$ cat src/source/bulk_cfg_pkg.sv
`default_nettype none

package bulk_cfg_pkg;

   // Largest packet on each bulk endpoint, in bytes.
   localparam int IN_MAX_PACKET = 8;
   localparam int OUT_MAX_PACKET = 8;

   // FIFO storage, two full packets per direction.
   localparam int IN_DEPTH = 16;
   localparam int OUT_DEPTH = 16;

   // Pointers carry one extra wrap bit to tell full from empty.
   localparam int IN_PTR_W = $clog2(IN_DEPTH) + 1;
   localparam int OUT_PTR_W = $clog2(OUT_DEPTH) + 1;

   // Byte count within one packet, wide enough for the larger endpoint.
   localparam int CNT_W =
      $clog2((IN_MAX_PACKET > OUT_MAX_PACKET ? IN_MAX_PACKET : OUT_MAX_PACKET) + 1);

endpackage

`default_nettype wire

$ cat src/source/bulk_txn_pkg.sv
`default_nettype none

package bulk_txn_pkg;

   // Transaction controller states.
   // Only one IN or OUT transaction is in progress at a time.
   typedef enum logic [2:0] {
      IDLE        = 3'd0,
      IN_SEND     = 3'd1,
      IN_WAIT_ACK = 3'd2,
      OUT_RECV    = 3'd3,
      OUT_DROP    = 3'd4
   } endp_state_e;

   // One-cycle commands from the controller to a FIFO.
   // COMMIT makes the speculative pointer final.
   // REWIND returns the speculative pointer to the committed one.
   typedef enum logic [1:0] {
      CMD_NONE   = 2'd0,
      CMD_COMMIT = 2'd1,
      CMD_REWIND = 2'd2
   } fifo_cmd_e;

endpackage

`default_nettype wire

$ cat src/source/bulk_in_fifo.sv
`timescale 1ns/1ps
`default_nettype none

module bulk_in_fifo (
   input  logic                           app_clk_i,
   input  logic                           rstn,
   input  logic                           usb_reset_i,
   input  logic [7:0]                     app_in_data_i,
   input  logic                           app_in_valid_i,
   input  logic                           in_send_en_i,
   input  logic                           in_ready_i,
   input  bulk_txn_pkg::fifo_cmd_e        in_cmd_i,
   output logic                           app_in_ready_o,
   output logic [7:0]                     in_data_o,
   output logic                           in_valid_o,
   output logic [bulk_cfg_pkg::CNT_W-1:0] in_sent_cnt_o
);

   import bulk_cfg_pkg::*;
   import bulk_txn_pkg::*;

   // Byte storage.
   logic [7:0]          mem [IN_DEPTH];

   // Write pointer from the application side.
   logic [IN_PTR_W-1:0] wr_ptr;
   // Speculative read pointer, advanced per byte sent to the SIE.
   logic [IN_PTR_W-1:0] rd_ptr;
   // Committed read pointer, advanced only on a host ACK.
   logic [IN_PTR_W-1:0] cmt_ptr;

   // Next-cycle values used for the registered ready.
   logic [IN_PTR_W-1:0] wr_nxt;
   logic [IN_PTR_W-1:0] cmt_nxt;
   logic [IN_PTR_W-1:0] used_nxt;

   // Bytes sent in the current packet.
   logic [CNT_W-1:0]    sent_cnt;

   logic                ready_q;
   logic                push;
   logic                pop;

   // Application handshake.
   assign push = app_in_valid_i & ready_q;
   // SIE consumes a byte only while we offer one.
   assign pop = in_valid_o & in_ready_i;

   assign wr_nxt = wr_ptr + {{(IN_PTR_W-1){1'b0}}, push};
   assign cmt_nxt = (in_cmd_i == CMD_COMMIT) ? rd_ptr : cmt_ptr;

   // Space is measured against the committed pointer.
   // Unacknowledged bytes stay in place for a retry.
   assign used_nxt = wr_nxt - cmt_nxt;

   assign app_in_ready_o = ready_q;
   assign in_sent_cnt_o = sent_cnt;

   // Memory is read directly, so a byte written now is visible next cycle.
   assign in_data_o = mem[rd_ptr[IN_PTR_W-2:0]];

   // Offer data while sending, unsent bytes exist and the packet is not full.
   assign in_valid_o = in_send_en_i & (rd_ptr != wr_ptr) &
                       (sent_cnt < CNT_W'(IN_MAX_PACKET));

   // Storage write.
   always_ff @(posedge app_clk_i) begin
      if (push) begin
         mem[wr_ptr[IN_PTR_W-2:0]] <= app_in_data_i;
      end
   end

   // Pointers and packet count.
   always_ff @(posedge app_clk_i or negedge rstn) begin
      if (!rstn) begin
         wr_ptr   <= '0;
         rd_ptr   <= '0;
         cmt_ptr  <= '0;
         sent_cnt <= '0;
         ready_q  <= 1'b0;
      end else if (usb_reset_i) begin
         // Bus reset flushes everything, acknowledged or not.
         wr_ptr   <= '0;
         rd_ptr   <= '0;
         cmt_ptr  <= '0;
         sent_cnt <= '0;
         ready_q  <= 1'b0;
      end else begin
         wr_ptr  <= wr_nxt;
         cmt_ptr <= cmt_nxt;
         // Ready is low whenever the next state would be full.
         ready_q <= (used_nxt != IN_PTR_W'(IN_DEPTH));

         // Rewind replays the packet from the last committed byte.
         if (in_cmd_i == CMD_REWIND) begin
            rd_ptr <= cmt_ptr;
         end else if (pop) begin
            rd_ptr <= rd_ptr + 1'b1;
         end

         // Either command closes the packet.
         if (in_cmd_i != CMD_NONE) begin
            sent_cnt <= '0;
         end else if (pop) begin
            sent_cnt <= sent_cnt + 1'b1;
         end
      end
   end

endmodule

`default_nettype wire

$ cat src/source/bulk_out_fifo.sv
`timescale 1ns/1ps
`default_nettype none

module bulk_out_fifo (
   input  logic                    app_clk_i,
   input  logic                    rstn,
   input  logic                    usb_reset_i,
   input  logic [7:0]              out_data_i,
   input  logic                    out_valid_i,
   input  logic                    out_ready_i,
   input  logic                    out_wr_en_i,
   input  bulk_txn_pkg::fifo_cmd_e out_cmd_i,
   input  logic                    app_out_ready_i,
   output logic                    out_full_o,
   output logic [7:0]              app_out_data_o,
   output logic                    app_out_valid_o
);

   import bulk_cfg_pkg::*;
   import bulk_txn_pkg::*;

   // Byte storage.
   logic [7:0]           mem [OUT_DEPTH];

   // Speculative write pointer, advanced per byte from the SIE.
   logic [OUT_PTR_W-1:0] wr_ptr;
   // Committed write pointer, the limit for the application.
   logic [OUT_PTR_W-1:0] wr_cmt;
   logic [OUT_PTR_W-1:0] wr_cmt_nxt;
   // Read pointer of the output stage.
   logic [OUT_PTR_W-1:0] rd_ptr;
   // Bytes held, committed or not.
   logic [OUT_PTR_W-1:0] fill;

   // Bytes written in the current packet.
   logic [CNT_W-1:0]     pkt_cnt;

   // Output register.
   logic [7:0]           data_q;
   logic                 valid_q;

   logic                 wr_stb;
   logic                 load;

   assign fill = wr_ptr - rd_ptr;
   assign out_full_o = (fill == OUT_PTR_W'(OUT_DEPTH));

   // Bytes past the packet size limit are ignored.
   assign wr_stb = out_wr_en_i & out_ready_i & out_valid_i &
                   ~out_full_o & (pkt_cnt < CNT_W'(OUT_MAX_PACKET));

   // A commit is seen by the output stage in the same cycle.
   // This saves one cycle of latency to the application.
   assign wr_cmt_nxt = (out_cmd_i == CMD_COMMIT) ? wr_ptr : wr_cmt;

   // Refill the output register when empty or being consumed.
   assign load = (rd_ptr != wr_cmt_nxt) & (~valid_q | app_out_ready_i);

   assign app_out_data_o = data_q;
   assign app_out_valid_o = valid_q;

   // Storage write.
   always_ff @(posedge app_clk_i) begin
      if (wr_stb) begin
         mem[wr_ptr[OUT_PTR_W-2:0]] <= out_data_i;
      end
   end

   // Output data.
   always_ff @(posedge app_clk_i) begin
      if (load) begin
         data_q <= mem[rd_ptr[OUT_PTR_W-2:0]];
      end
   end

   // Pointers, packet count and output valid.
   always_ff @(posedge app_clk_i or negedge rstn) begin
      if (!rstn) begin
         wr_ptr  <= '0;
         wr_cmt  <= '0;
         rd_ptr  <= '0;
         pkt_cnt <= '0;
         valid_q <= 1'b0;
      end else if (usb_reset_i) begin
         wr_ptr  <= '0;
         wr_cmt  <= '0;
         rd_ptr  <= '0;
         pkt_cnt <= '0;
         valid_q <= 1'b0;
      end else begin
         wr_cmt <= wr_cmt_nxt;

         // Rewind drops every byte of the packet.
         if (out_cmd_i == CMD_REWIND) begin
            wr_ptr <= wr_cmt;
         end else if (wr_stb) begin
            wr_ptr <= wr_ptr + 1'b1;
         end

         // A commit starts a new packet; a byte in the same cycle belongs to it.
         if (out_cmd_i == CMD_REWIND) begin
            pkt_cnt <= '0;
         end else if (out_cmd_i == CMD_COMMIT) begin
            pkt_cnt <= {{(CNT_W-1){1'b0}}, wr_stb};
         end else if (wr_stb) begin
            pkt_cnt <= pkt_cnt + 1'b1;
         end

         if (load) begin
            rd_ptr  <= rd_ptr + 1'b1;
            valid_q <= 1'b1;
         end else if (app_out_ready_i) begin
            valid_q <= 1'b0;
         end
      end
   end

endmodule

`default_nettype wire

$ cat src/source/bulk_endp_ctrl.sv
`timescale 1ns/1ps
`default_nettype none

module bulk_endp_ctrl (
   input  logic                           app_clk_i,
   input  logic                           rstn,
   input  logic                           usb_reset_i,
   input  logic                           in_req_i,
   input  logic                           in_data_ack_i,
   input  logic                           out_valid_i,
   input  logic                           out_err_i,
   input  logic                           out_ready_i,
   input  logic                           out_full_i,
   input  logic [bulk_cfg_pkg::CNT_W-1:0] in_sent_cnt_i,
   output logic                           in_send_en_o,
   output bulk_txn_pkg::fifo_cmd_e        in_cmd_o,
   output bulk_txn_pkg::fifo_cmd_e        out_cmd_o,
   output logic                           out_wr_en_o,
   output logic                           out_nak_o
);

   import bulk_cfg_pkg::*;
   import bulk_txn_pkg::*;

   endp_state_e state_q;
   endp_state_e state_d;
   fifo_cmd_e   in_cmd_d;
   fifo_cmd_e   out_cmd_d;

   logic        in_req_q;
   logic        nak_q;

   // Decoded SIE strobes.
   logic        in_req_rise;
   logic        ack_stb;
   logic        byte_stb;
   logic        err_stb;
   logic        end_stb;

   // IN starts on the rising edge only, so a request still high after ACK is ignored.
   assign in_req_rise = in_req_i & ~in_req_q;

   // out_ready_i qualifies every SIE event.
   // An abort wins over a byte.
   assign ack_stb  = out_ready_i & in_data_ack_i;
   assign err_stb  = out_ready_i & out_err_i;
   assign byte_stb = out_ready_i & out_valid_i & ~out_err_i;
   assign end_stb  = out_ready_i & ~out_valid_i & ~out_err_i & ~in_data_ack_i;

   assign in_send_en_o = (state_q == IN_SEND);
   assign out_nak_o = nak_q;

   // The first byte is written while still in IDLE.
   assign out_wr_en_o = (state_q == OUT_RECV) | ((state_q == IDLE) & ~out_full_i);

   always_comb begin
      state_d   = state_q;
      in_cmd_d  = CMD_NONE;
      out_cmd_d = CMD_NONE;
      case (state_q)
         IDLE: begin
            if (in_req_rise) begin
               state_d = IN_SEND;
            end else if (byte_stb) begin
               state_d = out_full_i ? OUT_DROP : OUT_RECV;
            end
         end
         IN_SEND, IN_WAIT_ACK: begin
            // ACK keeps the sent bytes and a request ending without it replays them.
            if (ack_stb) begin
               in_cmd_d = CMD_COMMIT;
               state_d  = IDLE;
            end else if (!in_req_i) begin
               in_cmd_d = CMD_REWIND;
               state_d  = IDLE;
            end else if ((state_q == IN_SEND) &&
                         (in_sent_cnt_i == CNT_W'(IN_MAX_PACKET))) begin
               state_d = IN_WAIT_ACK;
            end
         end
         OUT_RECV: begin
            if (err_stb) begin
               out_cmd_d = CMD_REWIND;
               state_d   = IDLE;
            end else if (end_stb) begin
               out_cmd_d = CMD_COMMIT;
               state_d   = IDLE;
            end else if (byte_stb && out_full_i) begin
               // Packet no longer fits and the rest is thrown away.
               state_d = OUT_DROP;
            end
         end
         OUT_DROP: begin
            if (err_stb || end_stb) begin
               out_cmd_d = CMD_REWIND;
               state_d   = IDLE;
            end
         end
         default: begin
            state_d = IDLE;
         end
      endcase
   end

   always_ff @(posedge app_clk_i or negedge rstn) begin
      if (!rstn) begin
         state_q   <= IDLE;
         in_cmd_o  <= CMD_NONE;
         out_cmd_o <= CMD_NONE;
         in_req_q  <= 1'b0;
         nak_q     <= 1'b0;
      end else if (usb_reset_i) begin
         state_q   <= IDLE;
         in_cmd_o  <= CMD_NONE;
         out_cmd_o <= CMD_NONE;
         in_req_q  <= 1'b0;
         nak_q     <= 1'b0;
      end else begin
         state_q   <= state_d;
         in_cmd_o  <= in_cmd_d;
         out_cmd_o <= out_cmd_d;
         in_req_q  <= in_req_i;
         // NAK follows the FIFO state seen by each byte.
         if (byte_stb) begin
            nak_q <= out_full_i;
         end
      end
   end

endmodule

`default_nettype wire

$ cat src/source/bulk_endp.sv
`timescale 1ns/1ps
`default_nettype none

module bulk_endp (
   input  logic       app_clk_i,
   input  logic       rstn,
   input  logic       usb_reset_i,
   input  logic [7:0] app_in_data_i,
   input  logic       app_in_valid_i,
   output logic       app_in_ready_o,
   output logic [7:0] app_out_data_o,
   output logic       app_out_valid_o,
   input  logic       app_out_ready_i,
   input  logic       in_req_i,
   input  logic       in_ready_i,
   input  logic       in_data_ack_i,
   output logic [7:0] in_data_o,
   output logic       in_valid_o,
   input  logic [7:0] out_data_i,
   input  logic       out_valid_i,
   input  logic       out_err_i,
   input  logic       out_ready_i,
   output logic       out_nak_o
);

   import bulk_cfg_pkg::*;
   import bulk_txn_pkg::*;

   // Controller to FIFO commands.
   fifo_cmd_e        in_cmd;
   fifo_cmd_e        out_cmd;
   logic             in_send_en;
   logic             out_wr_en;
   // FIFO status back to the controller.
   logic [CNT_W-1:0] in_sent_cnt;
   logic             out_full;

   bulk_endp_ctrl u_ctrl (
      .app_clk_i     (app_clk_i),
      .rstn          (rstn),
      .usb_reset_i   (usb_reset_i),
      .in_req_i      (in_req_i),
      .in_data_ack_i (in_data_ack_i),
      .out_valid_i   (out_valid_i),
      .out_err_i     (out_err_i),
      .out_ready_i   (out_ready_i),
      .out_full_i    (out_full),
      .in_sent_cnt_i (in_sent_cnt),
      .in_send_en_o  (in_send_en),
      .in_cmd_o      (in_cmd),
      .out_cmd_o     (out_cmd),
      .out_wr_en_o   (out_wr_en),
      .out_nak_o     (out_nak_o)
   );

   // Application to SIE path.
   bulk_in_fifo u_in_fifo (
      .app_clk_i      (app_clk_i),
      .rstn           (rstn),
      .usb_reset_i    (usb_reset_i),
      .app_in_data_i  (app_in_data_i),
      .app_in_valid_i (app_in_valid_i),
      .in_send_en_i   (in_send_en),
      .in_ready_i     (in_ready_i),
      .in_cmd_i       (in_cmd),
      .app_in_ready_o (app_in_ready_o),
      .in_data_o      (in_data_o),
      .in_valid_o     (in_valid_o),
      .in_sent_cnt_o  (in_sent_cnt)
   );

   // SIE to application path.
   bulk_out_fifo u_out_fifo (
      .app_clk_i       (app_clk_i),
      .rstn            (rstn),
      .usb_reset_i     (usb_reset_i),
      .out_data_i      (out_data_i),
      .out_valid_i     (out_valid_i),
      .out_ready_i     (out_ready_i),
      .out_wr_en_i     (out_wr_en),
      .out_cmd_i       (out_cmd),
      .app_out_ready_i (app_out_ready_i),
      .out_full_o      (out_full),
      .app_out_data_o  (app_out_data_o),
      .app_out_valid_o (app_out_valid_o)
   );

endmodule

`default_nettype wire

$ cat config.mk
export PLATFORM = sky130hd
export DESIGN_NAME = bulk_endp
export DESIGN_NICKNAME = d
export VERILOG_FILES = /design/src/source/bulk_cfg_pkg.sv /design/src/source/bulk_txn_pkg.sv /design/src/source/bulk_in_fifo.sv /design/src/source/bulk_out_fifo.sv /design/src/source/bulk_endp_ctrl.sv /design/src/source/bulk_endp.sv
export SDC_FILE = /design/constraint.sdc
export NUM_CORES = 1
export LEC_CHECK = 0
export ABC_AREA = 1
export BUFFER_PORTS_ARGS = -buffer_cell sky130_fd_sc_hd__buf_2
export CORE_UTILIZATION = 65
export DETAILED_ROUTE_END_ITERATION = 7
export PLACE_DENSITY = 0.88
export SLEW_MARGIN = 40
export SYNTH_ARGS = -nofsm -noshare
export SYNTH_HDL_FRONTEND = slang
export SYNTH_SLANG_ARGS = --single-unit
export TNS_END_PERCENT = 10
$ cat constraint.sdc
create_clock -name app_clk_i -period 5.8 [get_ports app_clk_i]
set_input_delay 0.87 -clock app_clk_i [delete_from_list [all_inputs] [get_ports app_clk_i]]
set_output_delay 0.87 -clock app_clk_i [all_outputs]
set_load 0.01 [all_outputs]
==> results.cfg <==
[pwr]
powerDensity_mw_per_mm2 = 388
peakVddDrop_v = 0.000303
leakage_nw = 5.48

[synthesis]
synthArstFlopShare_pct = 15.7
syn_avg_cell_area_um2 = 11.3
synthTopCellsByCount = edfxtp_1, nor2_1, o21ai_0, nand2_1, nand3_1
synth_seq_cells = 313
syn-instance-count = 1183
synth_top_family_by_area = simple AND/OR/NAND/NOR gates
synthMuxAreaShare_pct = 0
synth_top_area_cell = edfxtp_1
yosysTopAreaCellShare_pct = 59.1
yosys.area_share.simple_pct = 14.5
synth_nets = 1229
yosys_warnings = 0
ys_types = 37
synth_area_leaders = edfxtp_1, dfrtp_1, nor2_1
syn_area_mm2 = 0.0134
ys.flop_type = edfxtp_1
yosys.cell_count.top_type = edfxtp_1
synth-seq-area-share_pct = 68.3
synth_compound_area_share_pct = 10.9
synth_edf_count = 264
synth_fa_ha_area_share_pct = 1.77
synthXorXnorAreaFrac_pct = 0.980

[die]
initial_core_util_pct = 66.3
fp.dieArea_mm2 = 0.0212
die-width_um = 146
die_y_um = 146
core_mm2 = 0.0202
std_cell_rows = 52
boundaryPins = 47

[clock_tree]
clk_pin_slew_ns = 0.07
cts_root_buf = clkbuf_16
htreeDepth = 1
ctsHoldBuffers = 0
clock_latency_ns = 0.56
cts.repair.resized = 0
numCtsBuffers = 30
cts_num_sinks = 313
cts_setup_buffers = 0
cts_tree = done
clock_path_buffers = 3

[cells_and_area]
fillers = 1180
stdcell_count = 1506
syn_to_final_growth_pct = 10.5
num-nets-final = 1260
drive_above_1_share_pct = 11.0
insertedDiodeCount = 0

[placement]
io_buffers = 46
post-dp-hpwl_um = 18600
gp_congestion = 0.857
place_inst = 1452

[min_path]
hold_class = in2async

[critical_path]
timing.rr.start = u_out_fifo.rd_ptr[2]
critical_path_required_ns = 4.93
startpoint = u_in_fifo.rd_ptr[2]
timing.reg2reg.worst_path_depth = 11
crit_path_end_kind = output pin
crit_end = in_data_o[0]
arrival_ns = 2.61
critPathMaxFanout = 29
rr_endpoint = u_out_fifo.mem[10][3]
worstSetupPathType = reg2out
worstSetupStartpointType = register
reg2reg_slack_ns = 2.36

[sta]
hold_viol = 0
fin_tns_setup_ns = 0
finalSetupViolations = 0
tightest_slew_ns = 0.783
rsz0062_at_grt = false
worst_clock_skew_ns = 0.0126
min_period_ns = 3.48
slew_headroom_pct = 47.6
fin_crit_sh_pct = 59.9
fmax_mhz = 288
slew_viol_final = 0

[run_status]
status = complete, no violations

[drt]
vias_per_cell = 6.34
wirelength_um = 31100
dr.first_iter.drc_count = 1246
vias = 9545
wire_per_inst_um = 20.6
first_pass_iters = 5
drc = 0
ant_nets = 0

[global_routing]
grt_pass1_vias = 9215
grt_max_degree = 70
grt_overflow = 0
grt_pass1_wl_um = 48200
antenna_found_initial = 1
grt_use_total_pct = 29.6

[job]
drv_cap = 0
==> metal layers <==
layer  vias up  wire length, um  global-route usage (%)
met5         -               13                       0
met2       602            15300                    48.2
met3        90             3090                    4.33
met4         2              995                    12.6
li1       4284                -                       -
met1      4567            11700                    40.3
==> logic make-up (layout without fill, tap and decap cells) <==
group | count (synthesis) | count (layout)
AO/OA/AOI/OAI | 248 | 248
XOR/XNOR | 15 | 15
buffers and inverters | 122 | 175
adder cells (fa/ha/maj) | 19 | 19
flip-flops | 313 | 313
AND/OR/NAND/NOR | 466 | 466
==> layout make-up <==
class / instances / area [um2] / share of cell area, %
Inverter: 66 / 248 / 1.67
Timing Repair Buffer: 55 / 298 / 2.01
Clock buffer: 34 / 787 / 5.31
Clock inverter: 20 / 173 / 1.16
Multi-Input combinational cell: 748 / 3820 / 25.8
Sequential cell: 313 / 9160 / 61.8
Tap cell: 270 / 338 / 2.28
==> sequential cells by signal, summed over array words and instances (netlist names) <==
signal                      cells
u_in_fifo.rd_ptr                5
u_ctrl.state_q                  3
u_out_fifo.pkt_cnt              4
u_out_fifo.app_out_valid_o      1
u_ctrl.out_nak_o                1
u_in_fifo.app_in_ready_o        1
u_ctrl.out_cmd_o                2
u_out_fifo.mem                128
u_in_fifo.mem                 128
u_out_fifo.wr_ptr               5
u_out_fifo.app_out_data_o       8
u_in_fifo.cmt_ptr               5
u_out_fifo.rd_ptr               5
u_ctrl.in_req_q                 1
u_in_fifo.in_sent_cnt_o         4
u_ctrl.in_cmd_o                 2
u_in_fifo.wr_ptr                5
u_out_fifo.wr_cmt               5
==> worst max-delay path, stage by stage, from the launching register on <==
cell and delay [ns]:
dfrtp_2 0.76, clkinv_1 0.61, o221ai_1 0.25, nand3_1 0.14, nand2_1 0.14, buf_2 0.14
==> metrics by stage <==
step / hold WS [ns] / instance area [um2] / setup slack, ns / utilization (%) / total power [mW]
after floorplan: 0.456 / 13400 / 3.13 / - / 3.45
final: 0.419 / 14800 / 2.32 / 73.3 / 5.75
after detailed placement: 0.502 / 13800 / 2.48 / 68.4 / 3.83
after global routing: 0.482 / 14800 / 2.10 / 73.3 / 5.96
after global placement: 0.496 / 13800 / 2.53 / 68.3 / 3.78
after CTS: 0.438 / 14800 / 2.38 / 73.2 / 5.73
==> power breakdown <==
part	leakage (nW)	switching [mW]	internal [mW]
Combinational	1.96	0.846	0.373
Sequential	3.04	0.0844	2.53
Clock	0.477	0.814	1.10
==> how the worst min path moves through the flow <==
stage,to,slack [ns],cells past startpoint
5_1_grt,u_in_fifo.in_sent_cnt_o[0],0.48,2
3_3_place_gp,u_out_fifo.pkt_cnt[3],0.50,1
4_1_cts,u_in_fifo.in_sent_cnt_o[0],0.44,2
2_1_floorplan,u_out_fifo.pkt_cnt[3],0.46,1
6_report,u_in_fifo.in_sent_cnt_o[1],0.42,2
3_5_place_dp,u_out_fifo.pkt_cnt[3],0.50,1
==> placed cells by master (no fill, tap or decap), types with 4 or more instances in the layout <==
cell type / count
nand2_2: 6
a211oi_1: 4
edfxtp_1: 264
o21ai_0: 140
a21oi_1: 23
xor2_1: 12
o22ai_1: 27
clkinv_2: 7
nor3_1: 5
clkbuf_16: 31
nand2_1: 135
buf_4: 9
buf_2: 46
dfrtp_1: 46
o221ai_1: 40
nand4_1: 7
nand3_1: 78
clkinv_1: 13
o211ai_1: 8
ha_1: 19
nor2_2: 18
inv_1: 58
nor2_1: 205
Power figures use the tool's default switching activity.
